File: src/rtl/thiele_cfg.svh
`ifndef THIELE_CFG_SVH
`define THIELE_CFG_SVH

// Matrix geometry
`define THIELE_XOR_ROWS 4
`define THIELE_XOR_COLS 6

// Byte step per instruction word
`define THIELE_PC_STEP 32'd4

// Status codes
`define THIELE_ST_JOIN 32'd4
`define THIELE_ST_LOAD 32'd7
`define THIELE_ST_ADD  32'd8
`define THIELE_ST_SWAP 32'd9

// Error codes
`define THIELE_ERR_OPCODE   32'd1
`define THIELE_ERR_ADD_ROW  32'd10
`define THIELE_ERR_SWAP_ROW 32'd11
`define THIELE_ERR_LOAD_ROW 32'd12

`endif
File: src/rtl/thiele_pkg.sv
package thiele_pkg;

    // Instruction opcodes
    typedef enum logic [7:0] {
        OP_LASSERT  = 8'h03,
        OP_LJOIN    = 8'h04,
        OP_PYEXEC   = 8'h08,
        OP_XOR_LOAD = 8'h0A,
        OP_XOR_ADD  = 8'h0B,
        OP_XOR_SWAP = 8'h0C,
        OP_XOR_RANK = 8'h0D,
        OP_EMIT     = 8'h0E,
        OP_HALT     = 8'hFF
    } opcode_t;

    // Field view of an instruction word
    typedef struct packed {
        opcode_t    opcode;
        logic [7:0] operand_a;
        logic [7:0] operand_b;
        logic [7:0] spare;
    } instr_fields_t;

    // Immediate view, operand bytes joined into one address
    typedef struct packed {
        opcode_t     opcode;
        logic [15:0] imm;
        logic [7:0]  spare;
    } instr_imm_t;

    typedef union packed {
        instr_fields_t f;
        instr_imm_t    i;
    } instr_u;

    // Operations on the GF(2) matrix
    typedef enum logic [2:0] {
        GF2_NONE,
        GF2_LOAD,
        GF2_ADD,
        GF2_SWAP,
        GF2_COUNT
    } gf2_op_t;

    // Sequencer states
    typedef enum logic [2:0] {
        S_FETCH,
        S_DECODE,
        S_EXECUTE,
        S_WAIT_LOGIC,
        S_WAIT_EXEC,
        S_HALTED
    } ctrl_state_t;

endpackage

File: src/rtl/thiele_cpu.sv
`timescale 1ns/10ps

`include "thiele_cfg.svh"

module thiele_cpu (
    input  logic        clk,
    input  logic        rst_n,
    input  logic [31:0] instr_data,
    output logic [31:0] pc,
    output logic [31:0] cert_addr,
    output logic [31:0] status,
    output logic [31:0] error_code,
    output logic [31:0] partition_ops,
    output logic [31:0] info_gain,
    output logic        halted,
    output logic        logic_req,
    output logic [31:0] logic_addr,
    input  logic        logic_ack,
    input  logic [31:0] logic_data,
    output logic        py_req,
    output logic [31:0] py_code_addr,
    input  logic        py_ack,
    input  logic [31:0] py_result
);

    import thiele_pkg::*;

    localparam int ROW_W = $clog2(`THIELE_XOR_ROWS);

    // Controller to matrix unit
    gf2_op_t                    gf2_op;
    logic [ROW_W-1:0]           row_a;
    logic [ROW_W-1:0]           row_b;
    logic                       row_a_ovf;
    logic                       row_b_ovf;
    logic [`THIELE_XOR_COLS:0]  load_bits;
    logic                       row_ok;
    logic [ROW_W:0]             lead_count;

    // Controller to service ports
    logic        logic_start;
    logic        exec_start;
    logic [15:0] service_addr;
    logic        logic_done;
    logic        exec_done;
    logic [31:0] logic_result;
    logic [31:0] exec_result;

    thiele_control control_inst (
        .clk           (clk),
        .rst_n         (rst_n),
        .instr_data    (instr_data),
        .pc            (pc),
        .cert_addr     (cert_addr),
        .status        (status),
        .error_code    (error_code),
        .partition_ops (partition_ops),
        .info_gain     (info_gain),
        .halted        (halted),
        .gf2_op        (gf2_op),
        .row_a         (row_a),
        .row_b         (row_b),
        .row_a_ovf     (row_a_ovf),
        .row_b_ovf     (row_b_ovf),
        .load_bits     (load_bits),
        .row_ok        (row_ok),
        .lead_count    (lead_count),
        .logic_start   (logic_start),
        .exec_start    (exec_start),
        .service_addr  (service_addr),
        .logic_done    (logic_done),
        .exec_done     (exec_done),
        .logic_result  (logic_result),
        .exec_result   (exec_result)
    );

    gf2_matrix_unit matrix_inst (
        .clk        (clk),
        .rst_n      (rst_n),
        .gf2_op     (gf2_op),
        .row_a      (row_a),
        .row_b      (row_b),
        .row_a_ovf  (row_a_ovf),
        .row_b_ovf  (row_b_ovf),
        .load_bits  (load_bits),
        .row_ok     (row_ok),
        .lead_count (lead_count)
    );

    // Logic engine port, LASSERT
    service_handshake logic_port (
        .clk      (clk),
        .rst_n    (rst_n),
        .start    (logic_start),
        .addr     (service_addr),
        .req      (logic_req),
        .req_addr (logic_addr),
        .ack      (logic_ack),
        .data     (logic_data),
        .done     (logic_done),
        .result   (logic_result)
    );

    // External code execution port, PYEXEC
    service_handshake exec_port (
        .clk      (clk),
        .rst_n    (rst_n),
        .start    (exec_start),
        .addr     (service_addr),
        .req      (py_req),
        .req_addr (py_code_addr),
        .ack      (py_ack),
        .data     (py_result),
        .done     (exec_done),
        .result   (exec_result)
    );

endmodule

File: src/rtl/thiele_control.sv
`timescale 1ns/10ps

`include "thiele_cfg.svh"

module thiele_control (
    input  logic                                  clk,
    input  logic                                  rst_n,
    input  logic [31:0]                           instr_data,
    output logic [31:0]                           pc,
    output logic [31:0]                           cert_addr,
    output logic [31:0]                           status,
    output logic [31:0]                           error_code,
    output logic [31:0]                           partition_ops,
    output logic [31:0]                           info_gain,
    output logic                                  halted,
    output thiele_pkg::gf2_op_t                   gf2_op,
    output logic [$clog2(`THIELE_XOR_ROWS)-1:0]   row_a,
    output logic [$clog2(`THIELE_XOR_ROWS)-1:0]   row_b,
    output logic                                  row_a_ovf,
    output logic                                  row_b_ovf,
    output logic [`THIELE_XOR_COLS:0]             load_bits,
    input  logic                                  row_ok,
    input  logic [$clog2(`THIELE_XOR_ROWS):0]     lead_count,
    output logic                                  logic_start,
    output logic                                  exec_start,
    output logic [15:0]                           service_addr,
    input  logic                                  logic_done,
    input  logic                                  exec_done,
    input  logic [31:0]                           logic_result,
    input  logic [31:0]                           exec_result
);

    import thiele_pkg::*;

    localparam int ROW_W = $clog2(`THIELE_XOR_ROWS);

    ctrl_state_t state;
    instr_u      ir;
    logic [31:0] next_pc;

    assign next_pc = pc + `THIELE_PC_STEP;

    // Instruction word held from fetch through execute
    always_ff @(posedge clk) begin
        if (state == S_FETCH) begin
            ir <= instr_data;
        end
    end

    // ========================================================================
    // Requests to the matrix unit and service ports, execute cycle only
    // ========================================================================

    always_comb begin
        gf2_op = GF2_NONE;
        if (state == S_EXECUTE) begin
            case (ir.f.opcode)
                OP_XOR_LOAD: gf2_op = GF2_LOAD;
                OP_XOR_ADD:  gf2_op = GF2_ADD;
                OP_XOR_SWAP: gf2_op = GF2_SWAP;
                OP_XOR_RANK: gf2_op = GF2_COUNT;
                default:     gf2_op = GF2_NONE;
            endcase
        end
    end

    assign row_a     = ir.f.operand_a[ROW_W-1:0];
    assign row_b     = ir.f.operand_b[ROW_W-1:0];
    assign row_a_ovf = |ir.f.operand_a[7:ROW_W];
    assign row_b_ovf = |ir.f.operand_b[7:ROW_W];
    // Load data sits in operand_b, parity in its top used bit
    assign load_bits = ir.f.operand_b[`THIELE_XOR_COLS:0];

    assign logic_start  = (state == S_EXECUTE) && (ir.f.opcode == OP_LASSERT);
    assign exec_start   = (state == S_EXECUTE) && (ir.f.opcode == OP_PYEXEC);
    assign service_addr = ir.i.imm;
    assign halted       = (state == S_HALTED);

    // ========================================================================
    // Sequencer and register updates
    // ========================================================================

    always_ff @(posedge clk or negedge rst_n) begin
        if (!rst_n) begin
            state         <= S_FETCH;
            pc            <= '0;
            cert_addr     <= '0;
            status        <= '0;
            error_code    <= '0;
            partition_ops <= '0;
            info_gain     <= '0;
        end else begin
            case (state)
                S_FETCH: begin
                    state <= S_DECODE;
                end
                S_DECODE: begin
                    state <= S_EXECUTE;
                end
                S_EXECUTE: begin
                    state <= S_FETCH;
                    pc    <= next_pc;
                    case (ir.f.opcode)
                        OP_LASSERT: begin
                            state <= S_WAIT_LOGIC;
                            pc    <= pc;
                        end
                        OP_PYEXEC: begin
                            state <= S_WAIT_EXEC;
                            pc    <= pc;
                        end
                        OP_LJOIN: begin
                            cert_addr <= {ir.f.operand_a, ir.f.operand_b, 16'h0};
                            status    <= `THIELE_ST_JOIN;
                        end
                        OP_EMIT: begin
                            if (ir.f.operand_a == 8'h00) begin
                                info_gain <= {24'h0, ir.f.operand_b};
                            end else begin
                                info_gain <= info_gain + 32'd1;
                            end
                            status <= {ir.f.operand_a, ir.f.operand_b, 16'h0};
                        end
                        OP_XOR_LOAD: begin
                            if (row_ok) begin
                                status <= `THIELE_ST_LOAD;
                            end else begin
                                error_code <= `THIELE_ERR_LOAD_ROW;
                            end
                        end
                        OP_XOR_ADD: begin
                            if (row_ok) begin
                                status        <= `THIELE_ST_ADD;
                                partition_ops <= partition_ops + 32'd1;
                            end else begin
                                error_code <= `THIELE_ERR_ADD_ROW;
                            end
                        end
                        OP_XOR_SWAP: begin
                            if (row_ok) begin
                                status        <= `THIELE_ST_SWAP;
                                partition_ops <= partition_ops + 32'd1;
                            end else begin
                                error_code <= `THIELE_ERR_SWAP_ROW;
                            end
                        end
                        OP_XOR_RANK: begin
                            status <= 32'(lead_count);
                        end
                        OP_HALT: begin
                            // pc stays on the HALT word
                            state <= S_HALTED;
                            pc    <= pc;
                        end
                        default: begin
                            error_code <= `THIELE_ERR_OPCODE;
                        end
                    endcase
                end
                S_WAIT_LOGIC: begin
                    if (logic_done) begin
                        cert_addr <= logic_result;
                        pc        <= next_pc;
                        state     <= S_FETCH;
                    end
                end
                S_WAIT_EXEC: begin
                    if (exec_done) begin
                        status <= exec_result;
                        pc     <= next_pc;
                        state  <= S_FETCH;
                    end
                end
                S_HALTED: begin
                    state <= S_HALTED;
                end
                default: begin
                    state <= S_FETCH;
                end
            endcase
        end
    end

endmodule

File: src/rtl/service_handshake.sv
`timescale 1ns/10ps

module service_handshake (
    input  logic        clk,
    input  logic        rst_n,
    input  logic        start,
    input  logic [15:0] addr,
    output logic        req,
    output logic [31:0] req_addr,
    input  logic        ack,
    input  logic [31:0] data,
    output logic        done,
    output logic [31:0] result
);

    localparam logic [1:0] HS_IDLE    = 2'd0;
    localparam logic [1:0] HS_REQUEST = 2'd1;
    localparam logic [1:0] HS_RELEASE = 2'd2;
    localparam logic [1:0] HS_FINISH  = 2'd3;

    logic [1:0] state;

    // Four-phase sequence, done only after the engine has dropped ack
    always_ff @(posedge clk or negedge rst_n) begin
        if (!rst_n) begin
            state <= HS_IDLE;
        end else begin
            case (state)
                HS_IDLE: begin
                    if (start) begin
                        state <= HS_REQUEST;
                    end
                end
                HS_REQUEST: begin
                    if (ack) begin
                        state <= HS_RELEASE;
                    end
                end
                HS_RELEASE: begin
                    if (!ack) begin
                        state <= HS_FINISH;
                    end
                end
                default: begin
                    state <= HS_IDLE;
                end
            endcase
        end
    end

    // Address latched at start, data taken when ack arrives
    always_ff @(posedge clk) begin
        if (state == HS_IDLE && start) begin
            req_addr <= {16'h0, addr};
        end
        if (state == HS_REQUEST && ack) begin
            result <= data;
        end
    end

    assign req  = (state == HS_REQUEST);
    assign done = (state == HS_FINISH);

endmodule

File: src/rtl/gf2_matrix_unit.sv
`timescale 1ns/10ps

`include "thiele_cfg.svh"

module gf2_matrix_unit (
    input  logic                                  clk,
    input  logic                                  rst_n,
    input  thiele_pkg::gf2_op_t                   gf2_op,
    input  logic [$clog2(`THIELE_XOR_ROWS)-1:0]   row_a,
    input  logic [$clog2(`THIELE_XOR_ROWS)-1:0]   row_b,
    input  logic                                  row_a_ovf,
    input  logic                                  row_b_ovf,
    input  logic [`THIELE_XOR_COLS:0]             load_bits,
    output logic                                  row_ok,
    output logic [$clog2(`THIELE_XOR_ROWS):0]     lead_count
);

    import thiele_pkg::*;

    localparam int ROWS     = `THIELE_XOR_ROWS;
    localparam int ROW_BITS = `THIELE_XOR_COLS + 1;
    localparam int LC_W     = $clog2(ROWS) + 1;

    // Start pattern, bit i is column i, top bit is parity
    localparam logic [ROWS-1:0][ROW_BITS-1:0] START_PATTERN = {
        7'h03,
        7'h64,
        7'h52,
        7'h29
    };

    logic [ROW_BITS-1:0] rows [ROWS];

    // ========================================================================
    // Row index check
    // ========================================================================

    // Upper operand bits arrive folded into the two overflow flags
    always_comb begin
        case (gf2_op)
            GF2_LOAD: begin
                row_ok = !row_a_ovf;
            end
            GF2_ADD, GF2_SWAP: begin
                row_ok = !(row_a_ovf || row_b_ovf);
            end
            default: begin
                row_ok = 1'b1;
            end
        endcase
    end

    // Rows with a one in the leading column
    always_comb begin
        lead_count = '0;
        for (int r = 0; r < ROWS; r++) begin
            lead_count = lead_count + LC_W'(rows[r][0]);
        end
    end

    // ========================================================================
    // Matrix update
    // ========================================================================

    always_ff @(posedge clk or negedge rst_n) begin
        if (!rst_n) begin
            for (int r = 0; r < ROWS; r++) begin
                rows[r] <= START_PATTERN[r];
            end
        end else if (row_ok) begin
            case (gf2_op)
                GF2_LOAD: begin
                    rows[row_a] <= load_bits;
                end
                GF2_ADD: begin
                    // Parity bit rides along in the XOR
                    rows[row_a] <= rows[row_a] ^ rows[row_b];
                end
                GF2_SWAP: begin
                    rows[row_a] <= rows[row_b];
                    rows[row_b] <= rows[row_a];
                end
                default: begin
                    // Count and idle leave the rows alone
                end
            endcase
        end
    end

endmodule

File: config.mk
export PLATFORM = sky130hd
export DESIGN_NAME = thiele_cpu
export DESIGN_NICKNAME = d
export VERILOG_FILES = /design/src/rtl/thiele_pkg.sv /design/src/rtl/thiele_cpu.sv /design/src/rtl/thiele_control.sv /design/src/rtl/service_handshake.sv /design/src/rtl/gf2_matrix_unit.sv
export VERILOG_INCLUDE_DIRS = /design/src /design/src/rtl
export SDC_FILE = /design/constraint.sdc
export NUM_CORES = 1
export LEC_CHECK = 0
export ABC_AREA = 1
export BUFFER_PORTS_ARGS = -buffer_cell sky130_fd_sc_hd__buf_2
export CAP_MARGIN = 20
export CORE_UTILIZATION = 49
export CTS_CLUSTER_SIZE = 24
export DETAILED_ROUTE_END_ITERATION = 8
export PLACE_DENSITY = 0.82
export RECOVER_POWER = 100
export SYNTH_ARGS = -nofsm -noshare
export SYNTH_HDL_FRONTEND = slang
export SYNTH_HIERARCHICAL = 1
export SYNTH_SLANG_ARGS = --single-unit
export TNS_END_PERCENT = 5
File: constraint.sdc
create_clock -name clk -period 2.4 [get_ports clk]
set_input_delay 0.36 -clock clk [delete_from_list [all_inputs] [get_ports clk]]
set_output_delay 0.36 -clock clk [all_outputs]
set_load 0.05 [all_outputs]
==> flow_summary_export.csv <==
group,metric,value,unit
run_status,status,"finished with violations",
run_status,violations,"negative setup slack",
placed_design,dpl.hpwl,29.5,mm
setup_path,cp-end-kind,"flop",
grt,grt_use_total,27.7,%
setup_path,path_class,"flop to flop",
routing,antenna_left,0,
synthesis,synth_area,15100,sq um
routing,viasPerCell,5.37,
power,switching_share,23.6,%
floorplanning,io_pins,359,
timing,tns,-5040,ps
clock_network,path_clk_slew,60,ps
floorplanning,rows,63,
cells_and_area,fin_nets,2308,
synthesis,syn_inst,1804,
routing,vias,14000,
clock_network,cts_made_buffers,34,
timing,finClkSkew,30.2,ps
grt,grt_first_pass_wirelength,68.4,mm
clock_network,clk_latency,540,ps
routing,remaining_drc_errors,0,
placed_design,gp_congestion,0.965,
grt,grt_max_degree,65,
timing,rsz0062_at_grt,"true",
power,internal_power,8.50,mW
timing,finalCriticalPeriod,2570,ps
timing,maxSlewHeadroom,34.0,%
clock_network,clk_path_buf_depth,3,
floorplanning,die_h,177,um
grt,antenna_found_initial,5,
timing,worst_slack,-171,ps
routing,firstDrtPassIters,5,
synthesis,ys_warn_count,6,
power,clockPowerShare,47.5,%
power,combPwrFrac,5.1,%
setup_path,crit_path_max_fanout,27,
setup_path,r2r-start,"control_inst/ir[31]$_DFFE_PN_",
setup_path,arrival,2970,ps
hold_path,hp-class,"primary input to flop",
floorplanning,die_w,177,um
timing,hold_viol,0,
grt,grt_pass1_vias,13200,
timing,drv_slew,0,
floorplanning,die_area,31500,sq um
hold_path,hp-start,"logic_data[24]",
timing,setup_viol,44,
placed_design,portBuffers,288,
power,ir_drop,0.000694,V
synthesis,syn_avg_cell_area,8.37,sq um
power,switching_power,2.63,mW
timing,timing.hold.ws,10.7,ps
setup_path,startpoint_type,"flop",
power,power.density,591,nW/um^2
floorplanning,core_area,30000,sq um
timing,tightest_slew,990,ps
power,pwr-share-seq,47.4,%
clock_network,cts_max_level,2,
cells_and_area,drive_gt1_share,21.8,%
routing,drt_iter0_drc,1319,
floorplanning,start_util,50.4,%
cells_and_area,area_growth,24.7,%
run,max-cap-violations,0,
clock_network,cts_tree,"built",
setup_path,required,2800,ps
timing,maxClockFrequency,389,MHz
routing,routedWlPerCell,17.0,um
clock_network,cts-root-buf,"clkbuf_16",
grt,grt.overflow.total,0,
routing,drt_wl_total,44.3,mm
clock_network,cts_sinks,293,
setup_path,crit_start,"control_inst/ir[31]$_DFFE_PN_",
power,p_leak,8.94,nW
timing,finalCritPeriodShare,107,%
area by class of cell:
class | instances | area, sq um
Tap cell | 390 | 488
Antenna cell | 2 | 5.00
Sequential cell | 293 | 7940
Clock inverter | 19 | 205
Timing Repair Buffer | 418 | 2620
Fill cell | 2383 | 11100
Multi-Input combinational cell | 1284 | 5990
Inverter | 163 | 618
Clock buffer | 43 | 955
path summary, 6_finish.rpt:
kind,to,cells after the start,slack (ps)
min in group asynchronous,control_inst/cert_addr[8]$_DFFE_PN0P_,2,530
max reg2reg,control_inst/status[12]$_DFFE_PN0P_,18,-170
min reg2reg,control_inst/error_code[1]$_DFFE_PN0P_,2,470
max in group asynchronous,control_inst/info_gain[24]$_DFFE_PN0P_,3,340
max,control_inst/status[12]$_DFFE_PN0P_,18,-170
min,logic_port/result[24]$_DFFE_PP_,1,10
sequential cells by signal (all words and copies together) (netlist names), named ones only:
| register | flops |
|---|---|
| exec_port/state | 2 |
| logic_port/req_addr | 16 |
| logic_port/result | 32 |
| logic_port/state | 2 |
| control_inst/ir | 24 |
| control_inst/cert_addr | 32 |
| exec_port/result | 32 |
| control_inst/state | 3 |
| control_inst/pc | 30 |
| control_inst/partition_ops | 32 |
| control_inst/status | 32 |
| control_inst/error_code | 4 |
| exec_port/req_addr | 16 |
| control_inst/info_gain | 32 |
worst max-delay path: stages, from the launching register on:
cell and delay (ps):
edfxtp_1 400, inv_2 90, nand2_1 100, nor2_4 190
nand2_2 90, a21oi_2 180, inv_1 90, nor2_2 120
nand2_2 80, o21ai_4 140, o21bai_4 160, nor2_2 60
nand2_1 70, nand2_1 60, nor2_2 120, nand2_4 150
buf_12 190, nand2_1 60, o21ai_0 80
per-layer routing:
layer	global-route usage [%]	share of wire (%)	up-vias
met1	34.7	39	6615
li1	-	-	6454
met3	5.12	8.2	167
met4	13.7	5.1	4
met2	46.2	48	777
met5	0	0.052	-
power by group through the flow:
stage               logic [mW]  registers [mW]  clock network (mW)
floorplan                0.401            5.36                   0
global placement         0.470            5.37                   0
detailed placement       0.482            5.37                   0
CTS                      0.555            5.27                5.31
global route             0.611            5.27                5.56
finish                   0.568            5.27                5.29
cells in the final DEF (no fill, tap or decap), types with 15 or more instances in the layout:
| cell type | count |
|---|---|
| nand2_1 | 595 |
| nand4_1 | 28 |
| nor2_2 | 15 |
| nor3_1 | 29 |
| dlygate4sd3_1 | 56 |
| nand3_1 | 100 |
| buf_2 | 282 |
| xor2_1 | 28 |
| nor2_1 | 178 |
| o21ai_0 | 94 |
| edfxtp_1 | 120 |
| inv_1 | 145 |
| clkbuf_16 | 36 |
| dfrtp_1 | 171 |
| conb_1 | 62 |
| buf_4 | 59 |
| a21oi_1 | 37 |
repair_timing:
item                       in CTS  in global routing
pin swaps                       4                  4
setup buffers                   6                  9
hold buffers                   54                  2
cloned                          0                  2
setup endpoints to repair      42                 66
hold endpoints to repair       90                  2
gates resized for setup        12                 12
per-stage QoR:
| step | std cells | worst slack (ps) | total power [mW] | util (%) | cell area (sq um) |
|---|---|---|---|---|---|
| global placement | 2475 | 25.8 | 5.84 | 56.5 | 16900 |
| floorplan | 1863 | -63.3 | 5.76 | - | 15300 |
| finish | 2612 | -171 | 11.1 | 62.8 | 18800 |
| global route | 2612 | -376 | 11.4 | 62.8 | 18800 |
| CTS | 2597 | -1.12 | 11.1 | 62.4 | 18700 |
| detailed placement | 2475 | -103 | 5.85 | 56.5 | 16900 |
(Power assumes the default switching activity.)
